$ cat src/design/sram_pkg.sv
package sram_pkg;

  // default geometry of the bank array
  // the top level overrides these through its own parameters

  // number of independent sram chips
  localparam int DEFAULT_NUM_BANKS = 4;

  // word address width inside one chip
  localparam int DEFAULT_BANK_ADDR_BITS = 16;

  // width of one data word on the chip pins
  localparam int DEFAULT_DATA_BITS = 16;

  // per-bank controller sequence
  // idle     waiting for a request, ready is high
  // reading  oe_n cycle in progress, ready is low
  // writing  we_n cycle in progress, ready is low
  // each active state lasts exactly one clock
  typedef enum logic [1:0] {
    state_idle    = 2'd0,
    state_reading = 2'd1,
    state_writing = 2'd2
  } ctrl_state_t;

endpackage

$ cat src/design/sram_req_if.sv
`timescale 1ns/1ns

// one bank's request/response channel
interface sram_req_if
  import sram_pkg::*;
#(
  parameter int BANK_ADDR_BITS = DEFAULT_BANK_ADDR_BITS,
  parameter int DATA_BITS      = DEFAULT_DATA_BITS
);

  // clock and reset fanned out to the bank by the router
  logic                      clk;
  logic                      reset;

  // request side, driven by the router
  logic                      req;
  logic                      write_enable;
  logic [BANK_ADDR_BITS-1:0] addr;
  logic [DATA_BITS-1:0]      write_data;

  // response side, driven by the controller
  // ready is a level, rd_valid a single-cycle pulse
  logic                      ready;
  logic                      rd_valid;
  logic [DATA_BITS-1:0]      rd_data;

  modport router (
    output clk, reset, req, write_enable, addr, write_data,
    input  ready
  );

  modport ctrl (
    input  clk, reset, req, write_enable, addr, write_data,
    output ready, rd_valid, rd_data
  );

  // read-only tap on the read return
  modport collector (
    input rd_valid, rd_data
  );

endinterface

$ cat src/design/bank_router.sv
`timescale 1ns/1ns

module bank_router
  import sram_pkg::*;
#(
  parameter int NUM_BANKS       = DEFAULT_NUM_BANKS,
  parameter int BANK_ADDR_BITS  = DEFAULT_BANK_ADDR_BITS,
  parameter int DATA_BITS       = DEFAULT_DATA_BITS,
  localparam int SEL_BITS       = $clog2(NUM_BANKS),
  localparam int SEL_SPAN       = 1 << SEL_BITS,
  localparam int ADDR_BITS      = SEL_BITS + BANK_ADDR_BITS
) (
  input  logic                 clk,
  input  logic                 reset,

  // caller side
  input  logic                 req,
  input  logic                 write_enable,
  input  logic [ADDR_BITS-1:0] addr,
  input  logic [DATA_BITS-1:0] write_data,
  output logic                 ready,

  // one channel per bank
  sram_req_if.router           bank [NUM_BANKS]
);

  // bank field is the top of the address, the rest goes to the chip
  logic [SEL_BITS-1:0]       bank_sel;
  logic [BANK_ADDR_BITS-1:0] local_addr;

  // ready of every selectable bank, padded to a power of two
  logic [SEL_SPAN-1:0]       bank_ready;

  assign bank_sel   = addr[ADDR_BITS-1 -: SEL_BITS];
  assign local_addr = addr[BANK_ADDR_BITS-1:0];

  for (genvar i = 0; i < NUM_BANKS; i++) begin : g_bank
    // every bank runs off the same clock and reset
    assign bank[i].clk   = clk;
    assign bank[i].reset = reset;

    // only the addressed bank sees req
    assign bank[i].req = req && (bank_sel == SEL_BITS'(i));

    // address, direction and data are broadcast
    // the other banks ignore them while their req is low
    assign bank[i].write_enable = write_enable;
    assign bank[i].addr         = local_addr;
    assign bank[i].write_data   = write_data;

    assign bank_ready[i] = bank[i].ready;
  end

  // bank numbers past NUM_BANKS never accept
  for (genvar i = NUM_BANKS; i < SEL_SPAN; i++) begin : g_absent
    assign bank_ready[i] = 1'b0;
  end

  // caller sees the addressed bank's ready
  // a busy bank does not hold off requests to the others
  assign ready = bank_ready[bank_sel];

endmodule

$ cat src/design/sram_controller.sv
`timescale 1ns/1ns

module sram_controller
  import sram_pkg::*;
#(
  parameter int BANK_ADDR_BITS = DEFAULT_BANK_ADDR_BITS,
  parameter int DATA_BITS      = DEFAULT_DATA_BITS
) (
  input  logic                      clk,
  input  logic                      reset,

  // request channel from the router, read return to the collector
  sram_req_if.ctrl                  host,

  // chip pins, data bus split into out/enable/in
  output logic [BANK_ADDR_BITS-1:0] sram_addr,
  output logic [DATA_BITS-1:0]      sram_dq_out,
  output logic                      sram_dq_oe,
  output logic                      sram_we_n,
  output logic                      sram_oe_n,
  input  logic [DATA_BITS-1:0]      sram_dq_in
);

  // access sequence, edge 0 is the accepting rising edge
  //   edge 0   register addr and data, enter reading or writing
  //   fall 0   drop we_n or oe_n
  //   edge 1   back to idle, ready again
  //   fall 1   raise the strobe, read data captured here
  //   edge 2   rd_valid pulse
  // the strobe sits half a clock inside the address window on both sides

  ctrl_state_t               state;
  logic                      accept;

  // address and write data held for the whole access
  logic [BANK_ADDR_BITS-1:0] addr_reg;
  logic [DATA_BITS-1:0]      wdata_reg;

  // read was in flight last cycle, data is captured by now
  logic                      rd_pending;

  // only idle takes a new request
  assign host.ready = (state == state_idle);
  assign accept     = host.req && host.ready;

  always_ff @(posedge clk or posedge reset) begin
    if (reset) begin
      state <= state_idle;
    end else begin
      case (state)
        state_idle: begin
          if (host.req) begin
            state <= host.write_enable ? state_writing : state_reading;
          end
        end
        // both access states are a single cycle
        default: begin
          state <= state_idle;
        end
      endcase
    end
  end

  // payload registers, loaded on acceptance only
  always_ff @(posedge clk) begin
    if (accept) begin
      addr_reg  <= host.addr;
      wdata_reg <= host.write_data;
    end
  end

  assign sram_addr   = addr_reg;
  assign sram_dq_out = wdata_reg;

  // drive the bus from acceptance until we_n is back high
  // the low we_n keeps it on past edge 1 up to fall 1
  assign sram_dq_oe = (state == state_writing) || !sram_we_n;

  // strobes change on the falling edge only
  always_ff @(negedge clk or posedge reset) begin
    if (reset) begin
      sram_we_n <= 1'b1;
      sram_oe_n <= 1'b1;
    end else begin
      sram_we_n <= (state != state_writing);
      sram_oe_n <= (state != state_reading);
    end
  end

  // sample the chip on the edge that ends oe_n
  always_ff @(negedge clk) begin
    if (!sram_oe_n) begin
      host.rd_data <= sram_dq_in;
    end
  end

  // two-stage delay from the reading state to the rd_valid pulse
  always_ff @(posedge clk or posedge reset) begin
    if (reset) begin
      rd_pending    <= 1'b0;
      host.rd_valid <= 1'b0;
    end else begin
      rd_pending    <= (state == state_reading);
      host.rd_valid <= rd_pending;
    end
  end

endmodule

$ cat src/design/read_collector.sv
`timescale 1ns/1ns

module read_collector
  import sram_pkg::*;
#(
  parameter int NUM_BANKS = DEFAULT_NUM_BANKS,
  parameter int DATA_BITS = DEFAULT_DATA_BITS
) (
  input  logic                 clk,
  input  logic                 reset,

  // read return of every bank
  sram_req_if.collector        bank [NUM_BANKS],

  // merged, registered read return
  output logic                 read_valid,
  output logic [DATA_BITS-1:0] read_data
);

  // flattened copies of the per-bank returns
  logic [NUM_BANKS-1:0] bank_valid;
  logic [DATA_BITS-1:0] bank_data [NUM_BANKS];

  logic                 any_valid;
  logic [DATA_BITS-1:0] merged_data;

  for (genvar i = 0; i < NUM_BANKS; i++) begin : g_bank
    assign bank_valid[i] = bank[i].rd_valid;
    assign bank_data[i]  = bank[i].rd_data;
  end

  assign any_valid = |bank_valid;

  // and-or mux, valid is one-hot or zero
  // fixed bank latency and one acceptance per cycle keep it that way
  always_comb begin
    merged_data = '0;
    for (int i = 0; i < NUM_BANKS; i++) begin
      merged_data = merged_data | (bank_data[i] & {DATA_BITS{bank_valid[i]}});
    end
  end

  // one register stage, read return lands on edge 3
  always_ff @(posedge clk or posedge reset) begin
    if (reset) begin
      read_valid <= 1'b0;
      read_data  <= '0;
    end else begin
      read_valid <= any_valid;
      // hold the last word between returns
      if (any_valid) begin
        read_data <= merged_data;
      end
    end
  end

endmodule

$ cat src/design/sram_bank_array.sv
`timescale 1ns/1ns

module sram_bank_array
  import sram_pkg::*;
#(
  parameter int NUM_BANKS      = DEFAULT_NUM_BANKS,
  parameter int BANK_ADDR_BITS = DEFAULT_BANK_ADDR_BITS,
  parameter int DATA_BITS      = DEFAULT_DATA_BITS,
  // bank number on top, chip word address below
  localparam int ADDR_BITS     = $clog2(NUM_BANKS) + BANK_ADDR_BITS
) (
  input  logic                      clk,
  input  logic                      reset,

  // caller side
  input  logic                      req,
  input  logic                      write_enable,
  input  logic [ADDR_BITS-1:0]      addr,
  input  logic [DATA_BITS-1:0]      write_data,
  output logic                      ready,
  output logic                      read_valid,
  output logic [DATA_BITS-1:0]      read_data,

  // one set of chip pins per bank
  output logic [BANK_ADDR_BITS-1:0] sram_addr   [NUM_BANKS],
  output logic [DATA_BITS-1:0]      sram_dq_out [NUM_BANKS],
  output logic                      sram_dq_oe  [NUM_BANKS],
  input  logic [DATA_BITS-1:0]      sram_dq_in  [NUM_BANKS],
  output logic                      sram_we_n   [NUM_BANKS],
  output logic                      sram_oe_n   [NUM_BANKS]
);

  // request/response channel of each bank
  sram_req_if #(
    .BANK_ADDR_BITS(BANK_ADDR_BITS),
    .DATA_BITS     (DATA_BITS)
  ) bank_if [NUM_BANKS] ();

  // address decode and ready select
  bank_router #(
    .NUM_BANKS     (NUM_BANKS),
    .BANK_ADDR_BITS(BANK_ADDR_BITS),
    .DATA_BITS     (DATA_BITS)
  ) u_router (
    .clk         (clk),
    .reset       (reset),
    .req         (req),
    .write_enable(write_enable),
    .addr        (addr),
    .write_data  (write_data),
    .ready       (ready),
    .bank        (bank_if)
  );

  // one sequencer per chip, clocked through its channel
  for (genvar i = 0; i < NUM_BANKS; i++) begin : g_bank
    sram_controller #(
      .BANK_ADDR_BITS(BANK_ADDR_BITS),
      .DATA_BITS     (DATA_BITS)
    ) u_ctrl (
      .clk        (bank_if[i].clk),
      .reset      (bank_if[i].reset),
      .host       (bank_if[i]),
      .sram_addr  (sram_addr[i]),
      .sram_dq_out(sram_dq_out[i]),
      .sram_dq_oe (sram_dq_oe[i]),
      .sram_we_n  (sram_we_n[i]),
      .sram_oe_n  (sram_oe_n[i]),
      .sram_dq_in (sram_dq_in[i])
    );
  end

  // merge of the per-bank read returns
  read_collector #(
    .NUM_BANKS(NUM_BANKS),
    .DATA_BITS(DATA_BITS)
  ) u_collector (
    .clk       (clk),
    .reset     (reset),
    .bank      (bank_if),
    .read_valid(read_valid),
    .read_data (read_data)
  );

endmodule

$ cat config.mk
export PLATFORM = sky130hd
export DESIGN_NAME = sram_bank_array
export DESIGN_NICKNAME = d
export VERILOG_FILES = /design/src/design/sram_pkg.sv /design/src/design/sram_req_if.sv /design/src/design/bank_router.sv /design/src/design/sram_controller.sv /design/src/design/read_collector.sv /design/src/design/sram_bank_array.sv
export SDC_FILE = /design/constraint.sdc
export NUM_CORES = 1
export LEC_CHECK = 0
export BUFFER_PORTS_ARGS = -buffer_cell sky130_fd_sc_hd__buf_2
export CAP_MARGIN = 15
export CORE_MARGIN = 3
export CORE_UTILIZATION = 47
export CTS_CLUSTER_DIAMETER = 200
export DETAILED_ROUTE_END_ITERATION = 7
export GPL_ROUTABILITY_DRIVEN = 0
export GPL_TIMING_DRIVEN = 0
export HOLD_SLACK_MARGIN = 0.15
export PLACE_DENSITY = 0.75
export RECOVER_POWER = 100
export SETUP_SLACK_MARGIN = 0.5
export SLEW_MARGIN = 10
export SYNTH_ARGS = -nofsm -noshare
export SYNTH_HDL_FRONTEND = slang
export SYNTH_SLANG_ARGS = --single-unit
$ cat constraint.sdc
create_clock -name clk -period 6.4 [get_ports clk]
set_clock_uncertainty 0.2 [all_clocks]
set_input_delay 0.32 -clock clk [delete_from_list [all_inputs] [get_ports clk]]
set_output_delay 0.32 -clock clk [all_outputs]
set_load 0.02 [all_outputs]
Word-level counts from Yosys, hierarchy flattened
Index checks and enable logic that the tools add are counted.
- $lt $le $gt $ge: 1
- equal/unequal tests: 23
- multiplexer cells: 11
- bitwise gates (word level): 7
- reductions and logical operators: 22
- operators with widths (operator ; number):
    $and 16x16->16 ; 4
    $or 16x16->16 ; 3
    $mux 2 ; 9
    $ne 2x1->1 const B ; 8
    $eq 2x2->1 const B ; 6
    $eq 2x1->1 const B ; 5
    $logic_not 2->1 ; 5
    $logic_and 1x1->1 ; 8
    $ne 2x2->1 const B ; 4
    $logic_not 1->1 ; 4
    $logic_or 1x1->1 ; 4
    $reduce_or 4->1 ; 1
    $lt 2x3->1 const B ; 1
    $bmux 1 s2 ; 1
    $mux 1 ; 1
- logic and storage cells: 98
- output and inout port bits: 158
- register bits: 233
- input bits: 102

Logic depth before layout (Yosys ltp)
- word-level depth: 4
- mapped depth: 6
- mapped depth without buffers: 3

Cells and area by module
From an unflattened synthesis, not the netlist that was laid out.
- cells, all modules: 500
- area total of the unflattened synthesis: 8698.3 µm²
- by module, submodules not included (module ; instances ; area each (µm²) ; cells an instance ; seq. area each (µm²)):
    sram_controller at g_bank[1].u_ctrl ... ; 3 ; 1659.1 ; 65 ; 1594.0
    sram_controller at g_bank[0].u_ctrl ; 1 ; 1661.6 ; 65 ; 1594.0
    bank_router ; 1 ; 1108.6 ; 145 ; 0.0
    read_collector ; 1 ; 950.9 ; 95 ; 425.4

==> results.md <==
- The run finished, with violations left.
- The final reports fail on capacitance limit, slew limit.
- The dominant combinational cell family by area after synthesis is compound AO/OA/AOI/OAI gates.
- Counting buffers and inverters, the worst setup path is 3 cells deep.
- The type of the tightest min-delay check is register to register.
- Internal power comes to 2770 µW.
- On the critical path the largest part of the delay comes from flip-flops.
- The largest driver fanout on the critical path is 2.
- The Yosys step of the flow raised 0 warnings.
- The clock slew seen by the registers of the worst setup and hold paths is 60 ps.
- The endpoint type of the worst setup path is a primary output.
- Setup repair after global routing left no endpoint under its margin.
- The number of pins exceeding their max-slew limit in the final report is 80.
- Together, buffers and inverters on the worst path number 2.
- The worst path arrival time is 4640 ps.
- The layout cell share with drive strength beyond 1 is 16.6%.
- The placed instance area is 0.00932 mm².
- The part of the power in combinational logic is 7.2%.
- The share of the synthesized area in the top cell type is 75.5%.
- For this run, the detailed router's first-pass iteration total came to 4.
- The CTS root buffer is clkbuf_16.
- The max-slew headroom at the worst pin is -18.6%.
- The wire length on met3 is 2.18 mm.
- Buffers added to address setup during post-CTS repair amount to 0.
- The aggregate negative setup slack is 0 ps.
- The transition time at the pin with the least slew margin is 1750 ps.
- The multiplexer share of the synthesized area is 0%.
- The worst setup margin is 1240 ps.
- The critical path is of the register to primary output type.
- The routed metal-1 wire length is 6.61 mm.
- The post-layout instance area is 0.0105 mm².
- Buffers inserted during clock tree synthesis total 24.
- In the global route stage, overall resource usage came out at 21.7%.
- The synthesized design contains 233 register bits.
- The area of the mapped netlist is 0.00763 mm².
- The kind of launch point of the worst setup path is a register.
- Summed over all cells, the static leakage comes to 0.00406 µW.
- IR analysis of the VDD net gives a maximum drop of 0.331 mV.
- The sequential-to-total area share from yosys stat is 89.1%.
- The die area is 0.0178 mm².
- Counting instances, the worst hold path has a depth of 0.
- From synthesis to final layout, the design area changed by 37.2%.
- The routed layout has 4862 vias.
- For this design the top-level I/O count stands at 260.
- The final-report setup violation count is 0.
- In this run the remaining antenna-violating nets after routing total 0.
- Synthesis handed over a netlist of 364 instances.
- The worst setup slack before clock tree synthesis is 1840 ps.
- The clock drives 233 sinks.
- The clock reaches the later pin of the worst-skew pair after 560 ps.
- The number of hold violations in the final report was 0.
- The share of synthesized registers carrying an async set or reset is 17.6%.
- The portion of total power attributed to the clock network is 44.6%.
- Measured in cells, the most critical reg-to-reg path has a length of 2.
- Summing the areas of all xor and xnor instances in the mapped netlist gives 0% of the synthesized area.
- The synthesized design contains 192 enable-type register cells.
- The half-perimeter wire length after placement is 13.3 mm.
- The count of different cell masters after synthesis is 23.
- Wires add up to 19.6 mm.
- The synthesized-area fraction occupied by and/or/nand/nor cells is 3.25%.
- The compound-cell area share of the yosys netlist is 4.88%.
- The TritonCTS clock tree is done.
- The count of buffers added on input and output ports is 259.
- Setup slack on the worst reg-to-reg path comes out at 2000 ps.
- In this run the deepest clock path goes through 3 buffers.
- The power density of the placed cells is 346 mW/mm².
- The wire length of the first global-routing pass is 29.6 mm.
- The floorplan step set the die width to 133 µm.
- The total overflow left after global routing is 0.
- Max-cap violations in this run came to 4.
- The highest metal layer with signal wires is met5.
- The effective utilization at floorplan is 49.1%.
- In this design, the stage delay of the slowest critical-path cell is 530 ps.
- The area of all sequential standard cells is 0.00680 mm².
- After the last flow step, the layout net total stands at 869.
- Row generation in the floorplan step produced 45 rows.
- Buffers inserted to repair hold after CTS numbered 39.
- Dividing the detail-routed via count by the number of cells gives 4.87.
- The number of cells upsized or downsized after cts is 0.
- The core box area is 0.0155 mm².
- Measured on the finished design, the core utilization comes to 67.4%.
- The vertical extent of the die is 133 µm.
- The DRC violation count after routing is 0.
- Summing all multi-input logic gate instances after layout gives 617 µm².
- Of the total power, registers draw 48.2%.
- The detailed router finished its first iteration with 232 violations.
- After detailed routing, the average wire length per cell comes to 19.6 µm.
- The initial antenna violation count is 3.
- Walking the worst path, the cells encountered are nand2_1 > buf_4 > clkbuf_1.
- Net switching is 23.6% of the power.
- Entering global routing, the biggest net connects 42 pins.
- On the final layout, the worst hold slack is 159 ps.
- On the critical path, the stage with the largest delay is an instance of dfstp_2.
- The share of synthesized cell area in full adder, half adder and majority cells is 0%.
- The power spent charging and discharging nets is 857 µW.
- Detailed routing placed a total of 10.2 mm of wire on met2.
- The required time at the worst-slack endpoint is 5880 ps.
- The number of global-route vias before repair is 5403.
- The layout has 1165 filler cells.
- In this run the number of H-tree levels came out at 1.
- In the post-synthesis netlist, the biggest area contributors are edfxtp_1 76%, dfrtp_1 11%, a22oi_1 3.1%, dfstp_2 2.8%, buf_4 1.2%.
- Synthesis produced a netlist with a net count of 466.
- The top flip-flop cell by instance count after synthesis is edfxtp_1.
- After synthesis, the mean cell area works out to 21.0 µm².
- The library cell occupying the most area in the post-synthesis netlist is edfxtp_1.
-- synth_stat cells, types with 4 or more instances --
master      n
buf_4      12
edfxtp_1  192
inv_1      10
clkbuf_1    6
a31oi_1    14
nand2b_1    9
dfstp_2     8
a22oi_1    32
buf_6       5
nand2_1     5
nor2_1     16
dfrtp_1    33
and2_1      4
-- layout make-up --
type,count,share of cell area [%]
well taps,211,2.52
clock buffers,30,6.45
flip-flops and latches,233,64.9
multi-input cells,97,5.89
diodes,2,0.0478
plain buffers,24,1.66
repair buffers,306,14.1
inverters,9,0.322
clock inverters,86,4.12
-- routing by layer --
metal	GRT usage, %	vias up
li1	-	2197
met1	23.4	2365
met2	38.2	251
met3	9.82	47
met4	7.20	2
met5	0	-
-- cells in the final DEF (no fill, tap or decap), types with 5 or more instances in the layout --
cell type / n
clkinv_1: 6
dlygate4sd3_1: 39
nand2b_1: 9
dfstp_2: 6
a31oi_1: 14
buf_2: 66
buf_6: 5
dfrtp_1: 33
buf_4: 12
a22oi_1: 32
clkbuf_16: 26
edfxtp_1: 192
inv_1: 82
clkbuf_1: 211
nor2_1: 16
nand2_1: 5
-- registers in the layout, indices dropped and copies added, names as in the netlist --
register,count
g_bank.u_ctrl.host.rd_data,64
g_bank.u_ctrl.sram_dq_out,64
g_bank.u_ctrl.sram_oe_n,4
g_bank.u_ctrl.state,8
g_bank.u_ctrl.rd_pending,4
u_collector.read_valid,1
g_bank.u_ctrl.sram_addr,64
g_bank.u_ctrl.host.rd_valid,4
u_collector.read_data,16
g_bank.u_ctrl.sram_we_n,4
-- power groups by stage --
| stage | combinational, µW | clock [µW] | sequential, µW |
|---|---|---|---|
| 2_1_floorplan | 73.0 | 68.0 | 1830 |
| 3_3_place_gp | 250 | 68.0 | 1770 |
| 3_5_place_dp | 264 | 68.0 | 1770 |
| 4_1_cts | 284 | 1630 | 1740 |
| 5_1_grt | 282 | 1750 | 1750 |
| 6_report | 261 | 1620 | 1750 |
-- cells by family after synthesis --
kind of cell	Yosys count
AO/OA/AOI/OAI	50
buffers and inverters	34
flip-flops	233
AND/OR/NAND/NOR	47
-- worst register-to-register path: stages, from the launching register on --
cell and delay (ps):
edfxtp_1 360, a22oi_1 300, a31oi_1 160
-- per-stage QoR --
stage,power (µW),instances
floorplan,1970,364
global placement,2080,834
detailed placement,2100,842
CTS,3660,996
global route,3780,998
finish,3620,998
-- path summary, 6_finish.rpt --
kind | startpoint | end
min in group asynchronous | reset | g_bank[0].u_ctrl.state[0]$_DFFE_PP0P_
max reg2reg | g_bank[2].u_ctrl.host.rd_data[6]$_DFFE_NN_ | u_collector.read_data[6]$_DFFE_PP0P_
max in group asynchronous | reset | g_bank[0].u_ctrl.sram_oe_n$_DFF_NP1_
min | g_bank[2].u_ctrl.rd_pending$_DFF_PP0_ | g_bank[2].u_ctrl.host.rd_valid$_DFF_PP0_
max | g_bank[2].u_ctrl.sram_we_n$_DFF_NP1_ | sram_dq_oe[1]
min reg2reg | g_bank[2].u_ctrl.rd_pending$_DFF_PP0_ | g_bank[2].u_ctrl.host.rd_valid$_DFF_PP0_
(Power assumes the default switching activity.)
